**src/ice51_consts.svh**
```systemverilog
`ifndef ICE51_CONSTS_SVH
`define ICE51_CONSTS_SVH

// uart timing
`define ICE51_BAUD_DIV 104 // clocks per bit, minus one

// code memory, filled over the serial line at start-up
`define ICE51_CODE_BYTES 512

// program counter and code address width
`define ICE51_PC_W 9

// r0 to r7
`define ICE51_NUM_REGS 8

`endif

```
**src/cpu_pkg.sv**
```systemverilog
package cpu_pkg;

   // 8051 encodings, rn forms at their base code
   typedef enum logic [7:0] {
      OP_NOP         = 8'h00,
      OP_INC_A       = 8'h04,
      OP_DEC_A       = 8'h14,
      OP_ADD_A_I     = 8'h24,
      OP_ADD_A_R     = 8'h28, // low 3 bits pick rn
      OP_ADDC_A_I    = 8'h34,
      OP_ANL_A_I     = 8'h54,
      OP_JZ          = 8'h60,
      OP_XRL_A_I     = 8'h64,
      OP_JNZ         = 8'h70,
      OP_MOV_A_I     = 8'h74,
      OP_SJMP        = 8'h80,
      OP_SUBB_A_I    = 8'h94,
      OP_CLR_C       = 8'hC3,
      OP_SETB_C      = 8'hD3,
      OP_CLR_A       = 8'hE4,
      OP_MOV_A_R     = 8'hE8,
      OP_MOVX_DPTR_A = 8'hF0, // goes out on the uart
      OP_CPL_A       = 8'hF4,
      OP_MOV_R_A     = 8'hF8
   } opcode_e;

   typedef enum logic [1:0] {
      SEQ_FETCH, SEQ_DECODE0, SEQ_DECODE1, SEQ_EXECUTE
   } seq_state_e;

endpackage

```
**src/ice51_alu.sv**
```systemverilog
`timescale 1ns/1ps

module ice51_alu import cpu_pkg::*; (
   input  opcode_e    i_op,
   input  logic [7:0] i_acc,
   input  logic [7:0] i_operand,
   input  logic       i_carry,
   output logic [7:0] o_acc,
   output logic       o_carry,
   output logic       o_acc_we,
   output logic       o_carry_we
);

   logic       add_cin;
   logic [8:0] add_sum;
   logic [8:0] sub_diff;

   assign add_cin  = (i_op == OP_ADDC_A_I) && i_carry;
   assign add_sum  = {1'b0, i_acc} + {1'b0, i_operand} + {8'd0, add_cin};
   assign sub_diff = {1'b0, i_acc} - {1'b0, i_operand} - {8'd0, i_carry}; // bit 8 is borrow

   always_comb begin
      o_acc      = i_acc;
      o_carry    = i_carry;
      o_acc_we   = 1'b0;
      o_carry_we = 1'b0;
      case (i_op)
         OP_ADD_A_I, OP_ADD_A_R, OP_ADDC_A_I: begin
            o_acc      = add_sum[7:0];
            o_carry    = add_sum[8];
            o_acc_we   = 1'b1;
            o_carry_we = 1'b1;
         end
         OP_SUBB_A_I: begin
            o_acc      = sub_diff[7:0];
            o_carry    = sub_diff[8];
            o_acc_we   = 1'b1;
            o_carry_we = 1'b1;
         end
         OP_INC_A: begin
            o_acc    = i_acc + 8'd1; // carry untouched
            o_acc_we = 1'b1;
         end
         OP_DEC_A: begin
            o_acc    = i_acc - 8'd1;
            o_acc_we = 1'b1;
         end
         OP_ANL_A_I: begin
            o_acc    = i_acc & i_operand;
            o_acc_we = 1'b1;
         end
         OP_XRL_A_I: begin
            o_acc    = i_acc ^ i_operand;
            o_acc_we = 1'b1;
         end
         OP_MOV_A_I, OP_MOV_A_R: begin
            o_acc    = i_operand;
            o_acc_we = 1'b1;
         end
         OP_CLR_A: begin
            o_acc    = 8'h00;
            o_acc_we = 1'b1;
         end
         OP_CPL_A: begin
            o_acc    = ~i_acc;
            o_acc_we = 1'b1;
         end
         OP_CLR_C: begin
            o_carry    = 1'b0;
            o_carry_we = 1'b1;
         end
         OP_SETB_C: begin
            o_carry    = 1'b1;
            o_carry_we = 1'b1;
         end
         default: begin
         end
      endcase
   end

endmodule

```
**src/ice51_core.sv**
```systemverilog
`timescale 1ns/1ps
`include "ice51_consts.svh"

module ice51_core import cpu_pkg::*; (
   input  logic                   i_clk,
   input  logic                   i_nrst,
   input  logic                   i_load_done,
   output logic [`ICE51_PC_W-1:0] o_code_raddr,
   input  logic [7:0]             i_code_rdata,
   output logic                   o_tx_valid,
   output logic [7:0]             o_tx_data,
   input  logic                   i_tx_ready
);

   localparam int PC_W  = `ICE51_PC_W;
   localparam int REG_W = $clog2(`ICE51_NUM_REGS);

   seq_state_e       state;
   seq_state_e       state_next;
   logic [PC_W-1:0]  pc;
   logic [PC_W-1:0]  pc_inc1;
   logic [PC_W-1:0]  pc_seq;
   logic [PC_W-1:0]  pc_target;
   logic [7:0]       op_raw;
   logic [7:0]       op_byte;
   logic [7:0]       imm;
   opcode_e          op;
   logic             two_byte;
   logic             take_branch;
   logic             exec_done;
   logic [7:0]       regs [`ICE51_NUM_REGS];
   logic [REG_W-1:0] reg_sel;
   logic [7:0]       acc;
   logic             carry;
   logic [7:0]       operand;
   logic [7:0]       alu_acc;
   logic             alu_carry;
   logic             alu_acc_we;
   logic             alu_carry_we;

   //////////////////////////////
   // decode

   assign op_byte = (state == SEQ_DECODE0) ? i_code_rdata : op_raw; // live byte in decode0

   always_comb begin
      casez (op_byte)
         8'b0010_1???: op = OP_ADD_A_R;
         8'b1110_1???: op = OP_MOV_A_R;
         8'b1111_1???: op = OP_MOV_R_A;
         OP_NOP, OP_INC_A, OP_DEC_A, OP_ADD_A_I, OP_ADDC_A_I, OP_ANL_A_I, OP_JZ,
         OP_XRL_A_I, OP_JNZ, OP_MOV_A_I, OP_SJMP, OP_SUBB_A_I, OP_CLR_C, OP_SETB_C,
         OP_CLR_A, OP_MOVX_DPTR_A, OP_CPL_A: op = opcode_e'(op_byte);
         default: op = OP_NOP; // unsupported codes
      endcase
   end

   always_comb begin
      case (op)
         OP_MOV_A_I, OP_ADD_A_I, OP_ADDC_A_I, OP_SUBB_A_I, OP_ANL_A_I, OP_XRL_A_I,
         OP_SJMP, OP_JZ, OP_JNZ: two_byte = 1'b1;
         default: two_byte = 1'b0;
      endcase
   end

   always_ff @(posedge i_clk) begin
      if (state == SEQ_DECODE0) op_raw <= i_code_rdata;
      if (state == SEQ_DECODE1) imm <= i_code_rdata;
   end

   //////////////////////////////
   // sequencer

   assign o_tx_valid = (state == SEQ_EXECUTE) && (op == OP_MOVX_DPTR_A);
   assign o_tx_data  = acc;
   assign exec_done  = (state == SEQ_EXECUTE) && (!o_tx_valid || i_tx_ready); // movx waits

   always_comb begin
      state_next = state;
      case (state)
         SEQ_FETCH:   if (i_load_done) state_next = SEQ_DECODE0;
         SEQ_DECODE0: state_next = two_byte ? SEQ_DECODE1 : SEQ_EXECUTE;
         SEQ_DECODE1: state_next = SEQ_EXECUTE;
         SEQ_EXECUTE: if (exec_done) state_next = SEQ_FETCH;
         default:     state_next = SEQ_FETCH;
      endcase
   end

   always_ff @(posedge i_clk or negedge i_nrst) begin
      if (!i_nrst) state <= SEQ_FETCH;
      else state <= state_next;
   end

   //////////////////////////////
   // program counter

   assign pc_inc1      = pc + 1'b1;
   assign pc_seq       = two_byte ? pc + PC_W'(2) : pc_inc1;
   assign pc_target    = pc_seq + {{(PC_W - 8){imm[7]}}, imm}; // signed rel offset
   assign take_branch  = (op == OP_SJMP) ||
                         ((op == OP_JZ) && (acc == 8'h00)) ||
                         ((op == OP_JNZ) && (acc != 8'h00));
   assign o_code_raddr = (state == SEQ_FETCH) ? pc : pc_inc1; // opcode, then operand

   always_ff @(posedge i_clk or negedge i_nrst) begin
      if (!i_nrst) pc <= '0;
      else if (exec_done) pc <= take_branch ? pc_target : pc_seq;
   end

   //////////////////////////////
   // registers, acc, carry

   assign reg_sel = op_raw[REG_W-1:0];
   assign operand = two_byte ? imm : regs[reg_sel];

   ice51_alu ice51_alu_i (
      .i_op       (op),
      .i_acc      (acc),
      .i_operand  (operand),
      .i_carry    (carry),
      .o_acc      (alu_acc),
      .o_carry    (alu_carry),
      .o_acc_we   (alu_acc_we),
      .o_carry_we (alu_carry_we)
   );

   always_ff @(posedge i_clk or negedge i_nrst) begin
      if (!i_nrst) begin
         acc   <= '0;
         carry <= 1'b0;
      end else if (exec_done) begin
         if (alu_acc_we) acc <= alu_acc;
         if (alu_carry_we) carry <= alu_carry;
      end
   end

   always_ff @(posedge i_clk or negedge i_nrst) begin
      if (!i_nrst) begin
         for (int i = 0; i < `ICE51_NUM_REGS; i++) begin
            regs[i] <= '0;
         end
      end else if (exec_done && (op == OP_MOV_R_A)) begin
         regs[reg_sel] <= acc;
      end
   end

   a_state_legal: assert property (@(posedge i_clk) disable iff (!i_nrst)
      !$isunknown(state));

   // byte must not change while the transmitter is busy
   a_tx_hold: assert property (@(posedge i_clk) disable iff (!i_nrst)
      o_tx_valid && !i_tx_ready |=> o_tx_valid && $stable(o_tx_data));

endmodule

```
**config.mk**
```make
export PLATFORM = sky130hd
export DESIGN_NAME = ice51_core
export DESIGN_NICKNAME = d
export VERILOG_FILES = /design/src/cpu_pkg.sv /design/src/ice51_alu.sv /design/src/ice51_core.sv
export VERILOG_INCLUDE_DIRS = /design/src /design/src/src
export SDC_FILE = /design/constraint.sdc
export NUM_CORES = 1
export LEC_CHECK = 0
export ABC_CLOCK_PERIOD_IN_PS = 4400
export BUFFER_PORTS_ARGS = -buffer_cell sky130_fd_sc_hd__clkbuf_2
export CORE_MARGIN = 2
export CORE_UTILIZATION = 50
export DETAILED_ROUTE_END_ITERATION = 10
export PLACE_DENSITY = 0.68
export SETUP_SLACK_MARGIN = 0.3
export SLEW_MARGIN = 5
export SYNTH_ARGS = -nofsm -noshare
export SYNTH_HDL_FRONTEND = slang
export SYNTH_SLANG_ARGS = --single-unit
```
**constraint.sdc**
```tcl
create_clock -name i_clk -period 4.4 [get_ports i_clk]
set_clock_uncertainty 0.05 [all_clocks]
set_input_delay 1.1 -clock i_clk [delete_from_list [all_inputs] [get_ports i_clk]]
set_output_delay 1.1 -clock i_clk [all_outputs]
set_load 0.005 [all_outputs]
```
* Yosys cells after proc, flatten, opt, wreduce, memory -nomap -nowiden
Index checks and enable logic that the tools add are counted.
** Cells by class
- Add/sub/neg operators :: 9
- Order comparisons :: 2
- Multiplexer cells :: 21
- Bitwise logic cells :: 4
- Reduce and logical (&&, ||, !) cells :: 26
- Equality and inequality tests :: 43
** Operators by type and width (count)
- $eq 8x8->1 const B :: 16
- $eq 8x7->1 const B :: 10
- $pmux 8 s9 :: 1
- $bwmux 64 :: 1
- $eq 8x6->1 const B :: 5
- $mux 8 :: 5
- $pmux 8 s4 :: 1
- $mux 9 :: 3
- $bmux 8 s3 :: 1
- $demux 8 s3 :: 1
- $reduce_or 17->1 :: 1
- $eq 8x3->1 const B :: 2
- $eq 8x5->1 const B :: 2
- $logic_not 8->1 :: 2
- $reduce_or 12->1 :: 1
- $eq 5x5->1 const B :: 2
- $add 8x8->9 :: 1
- $add 9x1->9 :: 1
- $add 9x1->9 const B :: 1
- $add 9x2->9 const B :: 1
- $add 9x9->9 :: 1
- $reduce_bool 9->1 :: 1
- $reduce_or 9->1 :: 1
- $sub 8x8->9 :: 1
- 28 further kinds :: 43
** Word-level totals
- Bits in registers :: 100
- Word-level logic and storage cells :: 119
- Input port bits :: 12
- Output and inout bits :: 18

* Longest topological paths before layout
Gate-level depths: netlist of run 1.
- Word-level depth :: 12
- Depth in mapped cells :: 24
- Depth with buffers taken out :: 22

* Cells and area by module
A second synthesis of run 1 with hierarchy kept.
** Unflattened totals
- Cells, all modules :: 757
- Area total of the unflattened synthesis :: 7553.5 µm²
** By module, submodules not included
- ice51_core :: sequential area each 2502.4 µm², area each 5671.7 µm², instances 1, cells each 499
- ice51_alu :: sequential area each 0.0 µm², area each 1881.8 µm², instances 1, cells each 258

* Least setup slack after synthesis of run 1
OpenSTA, ideal clock, no wires.
- Path type :: input-to-reg
- From :: in i_code_rdata[5]
- To :: reg carry
- Stages :: 19
- Library setup time :: 134 ps
- Data required time :: 4216 ps
- Arrival time :: 4847 ps
- Path buffers :: 1
- Setup slack :: -632 ps
- Path through :: clkbuf_1 mux2i_4 a21oi_2 a2111oi_4 nor3_2 a21boi_4 nor2_4 mux2_4 fa_1 fa_1 nand2b_1 a21oi_1 o21a_1 o21a_1 nor2_1 o21bai_1 a21o_1 a222oi_1 mux2i_1
** On the way
- Longest elaborated chain between the ends :: 11
- Elaborated cells on any way between the ends :: 54
- Those cells by class :: 4 x add/sub; 32 x eq/ne; 6 x mux; 12 x reduce/logical
** Ends and longest elaborated chain
- start, declared :: line ice51_core.sv:9 : input logic [7:0] i_code_rdata,
- $mux 8 (*)
- $eq 8x3->1 (tied with other cells) :: line ice51_core.sv:47 : casez (op_byte)
- $reduce_or 17->1 :: line ice51_core.sv:47
- $pmux 8 s4 (*) :: line ice51_core.sv:47
- $eq 8x8->1 (tied with other cells) :: line ice51_core.sv:59 : case (op)
- $reduce_or 9->1 :: line ice51_core.sv:59
- $mux 1 :: line ice51_core.sv:59
- $mux 8 :: line ice51_core.sv:114 : assign operand = two_byte ? imm : regs[reg_sel];
- $sub 8x8->9 / $add 8x8->9 (equally long branches) :: line ice51_alu.sv:20, ice51_alu.sv:19
- $sub 9x1->9 / $add 9x1->9 (equally long branches) :: line ice51_alu.sv:20, ice51_alu.sv:19
- $pmux 1 s4 :: line ice51_alu.sv:27 : case (i_op)
- end signal, assigned :: line ice51_core.sv:133 : if (alu_carry_we) carry <= alu_carry;
- end, declared :: line ice51_core.sv:34 : logic carry;
Every way passes the cells marked *; elsewhere a longest branch is shown, timed or not.
A chain may end at the register's enable or synchronous reset.

* Final worst setup path of run 1
- From :: in i_code_rdata[2]
- To :: reg carry
** On the way
- Longest elaborated chain between the ends :: 11
- Elaborated cells on any way between the ends :: 51
- Those cells by class :: 4 x add/sub; 29 x eq/ne; 6 x mux; 12 x reduce/logical
** Ends and longest elaborated chain
- $mux 8 (*)
- named net op_byte[2] :: line ice51_core.sv:25 : logic [7:0] op_byte;
- $eq 8x3->1 (tied with other cells) :: line ice51_core.sv:47
- $reduce_or 17->1 :: line ice51_core.sv:47
- $pmux 8 s4 (*) :: line ice51_core.sv:47
- $eq 8x8->1 (tied with other cells) :: line ice51_core.sv:59
- $reduce_or 9->1 :: line ice51_core.sv:59
- $mux 1 :: line ice51_core.sv:59
- $mux 8 :: line ice51_core.sv:114
- $sub 8x8->9 / $add 8x8->9 (equally long branches) :: line ice51_alu.sv:20, ice51_alu.sv:19
- $sub 9x1->9 / $add 9x1->9 (equally long branches) :: line ice51_alu.sv:20, ice51_alu.sv:19
- $pmux 1 s4 :: line ice51_alu.sv:27
Mark *: on every way through the listed nets, which the timed path passes. The rest lies on a longest branch.

==> metrics, run 1 <==
status=complete, but fails checks; failing checks=setup timing; Final Non-Filler Cells=1105; Worst EP arrival=4820 ps; final cycle utilization of the critical path=1.051; Ys Warns=0; flop2flop setup slack=-190 ps; worst rel slew slack=0.3942; RSZ-0062 raised after global routing=yes; Initial Util=0.5136; post-synth top area share=0.2937; Post-Syn Nets=805; top area cells in the synthesized netlist=dfrtp_1 29%, mux2_2 7.2%, ha_1 7.2%; VDD IR max=0.0006088 V; num rows=43; number of buffers added on ports=29; crit start category=input port; CP endpoint kind=register; CP cell instances=clkbuf_2 -> mux2_4 -> buf_6 -> a2111oi_4 -> nor3_4 -> a21boi_4 -> nor2_4 -> mux2_4 -> fa_2 -> fa_2 -> nand2b_4 -> a21oi_4 -> o21a_1 -> o21a_1 -> nor2_2 -> o21bai_1 -> a21o_1 -> a222oi_1 -> mux2i_1; Main synth FF type=dfrtp_1; Pwr Density=791.9 nW/um^2; Final Hold Fails=0; area leader, netlist=dfrtp_1; vias=6842; DP Area=8466 sq um; DRT Pass-1 Iters=5; Post-Syn Area per Cell=9.594 sq um; critical path depth in cells=19; Post-Syn Instances=746; number of cells on the worst reg-to-reg path=21; Slew @ Worst Pin=908.7 ps; residual DRC count=0; Final Setup Violations=7; 1st-iter DRT viols=553; delay-heaviest family, CP=compound AO/OA/AOI/OAI gates; Die Span X=123.6 um; Sequential Area=2502 sq um; worst path buffer plus inverter count=2; total grt overflow=0; # IOs=30; Skew-Pair Late Insertion Delay=370 ps; CP Max Fanout=4; leakage=4.397 nW; DIE AREA=15290 sq um; DP HPWL=16400 um; Fill cells=1079; core area=13930 sq um; antenna viol nets, final=0; footprint of the multi-input gates=4797 sq um; synthesized area=7157 sq um; n_diodes=0; HP Class=reg -> reg; via count of the first global-routing pass=6697; vias per inst=6.192; P&R area growth vs syn=33.13%; fin. max-slew vios=0; Clock transition at path regs=80 ps; share of layout cells above drive strength 1=0.4022; max_cap viols=0; All-Layer GR Usage=0.3047; Routed WL per cell=20.75 um; CTS HTree Levels=3; initial antenna violation count=0; Max clock buf depth=2; fin nets=979; synth cell count leaders=84 x dfrtp_1, 77 x nand2_1, 48 x nor2_1, 46 x mux2_2, 46 x o21ai_0; Max Clock Freq=216.2 MHz; CP Class=in -> reg; Sink Count=100; crit path max-delay cell type=a2111oi_4; post-synth cell types=89; Critical Path RT=4590 ps; TritonCTS Buffers=9; #FFs+latches synth=100; CTS Hold Buffers Added=0; cell area after layout=9528 sq um; final WL=22920 um; post-synthesis sequential area ratio=0.3497; chip height=123.6 um; top-count cell post-synth=dfrtp_1; Hold Path Depth=2; Post-synth ARST share=0.8400; Post-synth EDFFs=8; fin crit period=4625 ps; clock root buffer=clkbuf_16; global-route wire length before repair=35180 um; routability cong.=1.000; CP max stage delay=490 ps; largest net degree at the start of global routing=67; Final WS setup=-225.3 ps; CTS tree=built; dpl cells=1054
cells in the final DEF (no fill, tap or decap), drive strengths merged, types with 4 or more instances in the layout:
master / n
nand4: 6
nor2: 49
edfxtp: 8
nand2: 77
a21o: 6
xnor2: 30
a31oi: 4
a2bb2oi: 4
inv: 51
o31ai: 15
mux4: 6
mux2i: 17
ha: 41
dfrtp: 84
nor3: 18
clkinv: 5
nor4: 6
o22ai: 12
buf: 171
and3: 5
a2111oi: 7
fa: 6
a211oi: 4
o21bai: 7
o21ai: 54
nand2b: 6
o21a: 7
dfxtp: 8
a221oi: 7
nand3: 11
nor2b: 4
o221ai: 5
xor2: 7
clkbuf: 36
mux2: 49
a21oi: 45
layout make-up:
cell class                      instances  area share
Tap cell                              180     0.02364
Clock buffer                            9     0.02364
Clock inverter                          7    0.009061
Multi-Input combinational cell        562      0.5035
Inverter                               49     0.01930
Sequential cell                       100      0.2626
Timing Repair Buffer                  198      0.1582
layer usage:
layer	up-vias	global-route usage	wire (um)
met5	-	0	0
met4	0	0.1300	830
met3	70	0.05082	1474
met2	311	0.5124	11410
met1	3383	0.3882	9211
li1	3078	-	-
state kept, by name, summed over array words and instances (netlist names):
| register | count |
|---|---|
| regs | 64 |
| carry | 1 |
| pc | 9 |
| o_tx_data | 8 |
| op_raw | 8 |
| imm | 8 |
| state | 2 |
power by group:
part / total, mW / internal (mW) / switching (mW)
registers: 1.34 / 1.10 / 0.240
clock network: 0.828 / 0.408 / 0.421
logic: 5.37 / 2.59 / 2.78
total: 7.55 / 4.10 / 3.44
path summary, 6_finish.rpt:
path                                 start           end
max                        i_code_rdata[2]         carry
min                                regs[4]       regs[4]
max reg2reg                       state[1]         carry
min reg2reg                        regs[4]       regs[4]
max in group asynchronous           i_nrst       regs[2]
min in group asynchronous           i_nrst  o_tx_data[1]
logic make-up after synthesis:
group / after synthesis / synth area share
AOI/OAI and AO/OA: 208 / 0.2061
adders and majority gates: 47 / 0.08846
and+or+nand+nor: 198 / 0.1341
muxes: 72 / 0.1260
DFF: 100 / 0.3497
buffers and inverters: 84 / 0.05035
xor gates and xnor gates: 37 / 0.04528
tightest hold or removal path: stages (launching register included):
cell	delay, ps
dfrtp_1	350
nand2_1	50
o21ai_0	60
per-stage QoR:
| stage | total power [mW] | util | setup slack (ps) | hold WS (ps) | TNS, ps |
|---|---|---|---|---|---|
| 2_1_floorplan | 3.917 | - | -387.8 | 394.6 | -1393 |
| 5_1_grt | 7.996 | 0.6838 | -419.8 | 464.6 | -2278 |
| 3_3_place_gp | 5.610 | 0.6075 | -584.6 | 408.5 | -4266 |
| 3_5_place_dp | 5.698 | 0.6075 | -662.4 | 420.3 | -5023 |
| 6_report | 7.546 | 0.6838 | -225.3 | 436.4 | -928.8 |
| 4_1_cts | 7.058 | 0.6633 | -144.8 | 437.4 | -362.9 |
repair_timing:
action,CTS,global route
resized for setup,66,35
endpoints found under the setup margin,13,14
setup buffers,22,12
pin swaps,36,28
gates cloned,0,1
(Power assumes the default switching activity.)
==> inputs of run 2 (changes only) <==
- ABC_CLOCK_PERIOD_IN_PS: 4400 -> 5620
- PLACE_DENSITY: 0.68 -> 0.66
- clock period: 4.4 -> 5.62 ns (I/O delays scaled with it)
==> metrics, run 2 (same netlist as run 1, synthesis figures left out) <==
status=finished, final reports clean; Core Util, Final=0.5808; Die Span X=123.6 um; Pwr Total=4.599 mW; Sink Count=100; Slew @ Worst Pin=1150 ps; final cycle utilization of the critical path=0.9110; crit start category=input port; Skew-Pair Late Insertion Delay=370 ps; CP Class=in -> reg; initial antenna violation count=0; residual DRC count=0; worst rel slew slack=0.2320; CP endpoint kind=register; CTS Hold Buffers Added=0; Biggest register=regs; number of buffers added on ports=29; Final Setup Violations=0; final WL=20220 um; 1st-iter DRT viols=452; n_diodes=0; commonest non-fill, non-tap cell in the layout=dfrtp_1; share of layout cells above drive strength 1=0.2354; TritonCTS Buffers=9; Pwr Density=568.2 nW/um^2; chip height=123.6 um; CTS tree=built; CP Max Fanout=7; Largest regs=regs x64, pc x9; HP Class=reg -> reg; vias per inst=6.067; Worst EP arrival=5310 ps; # IOs=30; antenna viol nets, final=0; fin crit period=5120 ps; highest-count cells in the layout ignoring fill and taps=84 x dfrtp_1, 76 x nand2_1, 48 x nor2_1, 47 x buf_4, 46 x mux2_2; total grt overflow=0; Initial Util=0.5136; RSZ-0062 raised after global routing=no; largest net degree at the start of global routing=51; Max Clock Freq=195.3 MHz; Final Hold Fails=0; DP HPWL=15160 um; Clock transition at path regs=80 ps; leakage=3.692 nW; fin nets=857; CTS HTree Levels=3; pre-CTS setup slack=-10.39 ps; core area=13930 sq um; vias=5964; global-route wire length before repair=31660 um; fin. max-slew vios=0; via count of the first global-routing pass=5859; Hold WS=434.8 ps; Routed WL per cell=20.57 um; Final WS setup=500.1 ps; clock root buffer=clkbuf_16; DRT Pass-1 Iters=5; routability cong.=0.9926; max reg flops=64; P&R area growth vs syn=13.08%; Critical Path RT=5810 ps; All-Layer GR Usage=0.2764; DIE AREA=15290 sq um; VDD IR max=0.0002987 V; max_cap viols=0; num rows=43; Max clock buf depth=2
## run 2: cell count changes in the layout (fill, tap and decap cells not counted), moves of 4 or more
cell,change
ha_1,+7
buf_6,-7
buf_4,-113
a21oi_2,-5
a21oi_1,+8
o21ai_0,+8
ha_4,-6
o21ai_2,-7
fa_2,-4
nor2_1,+4
fa_1,+4
nor2_2,-4
## run 2: worst paths after layout
| path | cells past startpoint | slack (ps) | start | to |
|---|---|---|---|---|
| max | 19 | 500 | i_code_rdata[2] | carry |
| min | 2 | 430 | regs[11] | regs[11] |
| max reg2reg | 21 | 630 | state[1] | carry |
| min reg2reg | 2 | 430 | regs[11] | regs[11] |
| max in group asynchronous | 2 | 3510 | i_nrst | regs[50] |
| min in group asynchronous | 1 | 970 | i_nrst | o_tx_data[1] |
## run 2: cell type report
class	count	area (sq um)
clock inverter	7	100.1
fill	1258	5842
sequential	100	2502
timing repair buffer	76	513.0
clock buffer	9	225.2
multi-input combinational	562	4343
inverter	49	183.9
tap	180	225.2
## run 2: critical path, cell delays in order
cell and delay [ps]:
clkbuf_2 110, mux2_4 320, o211a_2 140, buf_4 150, and3_1 220, or3_4 420, nor2_4 130, mux2_4 350
fa_2 380, fa_1 390, nand2b_1 110, a21oi_1 90, o21a_1 180, o21a_1 160, nor2_1 120, o21bai_1 80
a21o_1 190, a222oi_1 260, mux2i_1 120
## run 2: what timing repair did
item                                    4_1_cts  5_1_grt
endpoints found under the setup margin        0        6
gates resized for setup                       0       13
setup buffers                                 0        1
## run 2: report_power, final
group,leakage (nW),switching [mW],total (mW),internal (mW)
Clock,0.160,0.326,0.689,0.363
Combinational,2.25,1.59,2.80,1.21
Sequential,1.28,0.246,1.11,0.862
Total,3.69,2.16,4.60,2.44
## run 2: stage by stage
stage                     cells  setup TNS (ps)  cell area [sq um]
after floorplan             746               0               7162
after global placement      966               0               7716
after detailed placement    966          -10.39               7716
after CTS                   982               0               8041
after global routing        983               0               8093
final                       983               0               8093
## run 2: per-layer routing
metal,GRT usage,vias to the layer above,part of all wire
met2,0.4598,172,0.49
li1,-,2826,-
met3,0.05266,34,0.048
met1,0.3595,2932,0.44
met5,0,-,0
met4,0.09943,0,0.026
==> inputs of run 3 (changes only) <==
- RECOVER_POWER: not set -> 25
==> metrics, run 3 (same netlist as run 1, synthesis figures left out) <==
commonest non-fill, non-tap cell in the layout=dfrtp_1; status=complete, but fails checks; Skew-Pair Late Insertion Delay=360 ps; Routed WL per cell=20.59 um; RSZ-0062 raised after global routing=no; core area=13930 sq um; # IOs=30; Max clock buf depth=2; routability cong.=0.9926; clock power share=0.149; TritonCTS Buffers=9; vias per inst=6.095; DRT Pass-1 Iters=5; fin nets=857; max_cap viols=1; CP max stage delay=410 ps; 1st-iter DRT viols=456; final cycle utilization of the critical path=0.9106; highest-count cells in the layout ignoring fill and taps=84 x dfrtp_1, 76 x nand2_1, 48 x nor2_1, 45 x mux2_2, 45 x inv_1; initial antenna violation count=0; VDD IR max=0.0002986 V; Sw Share=0.4702; Clock transition at path regs=80 ps; antenna viol nets, final=0; Critical Path RT=5810 ps; fin crit period=5118 ps; CP Class=in -> reg; global-route wire length before repair=31660 um; vias=5991; DP HPWL=15160 um; n_diodes=0; Die Span X=123.6 um; Int Pwr=2.434 mW; residual DRC count=0; worst rel slew slack=-0.5316; P&R area growth vs syn=12.81%; Hold Path Depth=2; cell area after layout=8074 sq um; sequential power share=0.241; DP Area=7716 sq um; Hold Crit Start=regs[11]; via count of the first global-routing pass=5859; Pwr Total=4.595 mW; Max Clock Freq=195.4 MHz; Pwr Density=569.1 nW/um^2; Sink Count=100; CP cell instances=clkbuf_1 -> mux2_4 -> o211a_2 -> buf_4 -> and3_1 -> or3_4 -> nor2_4 -> mux2_4 -> fa_2 -> fa_1 -> nand2b_1 -> a21oi_1 -> o21a_1 -> o21a_1 -> nor2_1 -> o21bai_1 -> a21o_1 -> a222oi_1 -> mux2i_1; CTS HTree Levels=3; CP endpoint kind=register; clock root buffer=clkbuf_16; Final Setup Violations=0; failing checks=capacitance limit, slew limit; crit path max-delay cell type=or3_4; final WL=20240 um; share of layout cells above drive strength 1=0.2229; CTS tree=built; Largest regs=regs x64, pc x9; leakage=3.664 nW; CP Max Fanout=7; RR Startpoint=state[1]; Worst EP arrival=5300 ps; fin. max-slew vios=36; DIE AREA=15290 sq um; total grt overflow=0; r2r endpoint=carry; All-Layer GR Usage=0.2764; chip height=123.6 um; Slew @ Worst Pin=2297 ps; Initial Util=0.5136; CTS Hold Buffers Added=0; number of cells on the worst reg-to-reg path=21; Final Hold Fails=0; flop2flop setup slack=650 ps; net switching power=2.161 mW; largest net degree at the start of global routing=51; max reg flops=64; HP Class=reg -> reg; Biggest register=regs; Comb power frac=0.609; sink of the worst hold path=regs[11]; number of buffers added on ports=29; setup TNS=0 ps; num rows=43; crit start category=input port
==> run 3: cell types whose count changed in the layout (fill, tap and decap cells not counted), sizes merged <==
cell    change
buf         -3
clkbuf      +3
==> run 3: worst max-delay path by stage <==
stage	start	endpoint	slack, ps	cells past startpoint
after global routing	i_code_rdata[6]	carry	150	21
after detailed placement	i_code_rdata[0]	o_tx_data[7]	-10	20
after global placement	i_code_rdata[0]	carry	50	19
final	i_code_rdata[2]	carry	500	19
after floorplan	i_code_rdata[5]	carry	300	18
after CTS	i_code_rdata[0]	o_tx_data[7]	350	20
==> run 3: per-layer routing <==
metal | vias to the layer above | global-route usage | routed length (um)
met1 | 2927 | 0.3595 | 8759
met4 | 0 | 0.09943 | 524
met5 | - | 0 | 0
li1 | 2831 | - | -
met2 | 195 | 0.4598 | 9859
met3 | 38 | 0.05266 | 1094
==> run 3: power by group through the flow <==
stage | Sequential, mW | Combinational [mW] | Clock [mW]
floorplan | 0.966 | 2.03 | 0
global placement | 1.11 | 2.69 | 0
detailed placement | 1.11 | 2.73 | 0
CTS | 1.10 | 2.74 | 0.698
global route | 1.13 | 3.08 | 0.735
finish | 1.11 | 2.80 | 0.687
==> run 3: final cells by class <==
class | instances | area (sq um)
tap | 180 | 225.2
fill | 1264 | 5861
sequential | 100 | 2502
multi-input combinational | 562 | 4343
clock buffer | 9 | 225.2
inverter | 49 | 183.9
clock inverter | 7 | 100.1
timing repair buffer | 76 | 494.2
==> run 3: timing repair <==
item,4_1_cts,5_1_grt
setup buffers,0,1
gates resized for setup,0,13
endpoints found under the setup margin,0,6
==> run 3: metrics by stage <==
step / cells / util / hold slack [ps] / setup slack (ps)
2_1_floorplan: 746 / - / 394.6 / 300.2
3_3_place_gp: 966 / 0.5537 / 409.3 / 52.67
3_5_place_dp: 966 / 0.5537 / 420.6 / -10.39
4_1_cts: 982 / 0.5771 / 438.3 / 353.6
5_1_grt: 983 / 0.5794 / 456.8 / 151.7
6_report: 983 / 0.5794 / 434.8 / 502.5
==> run 3: critical path: cells and delay by family <==
family,cells,cell delay [ps]
simple gates,5,980
mux,3,780
compound gates,7,1090
fa+ha+maj,2,770
buf+inv,2,260
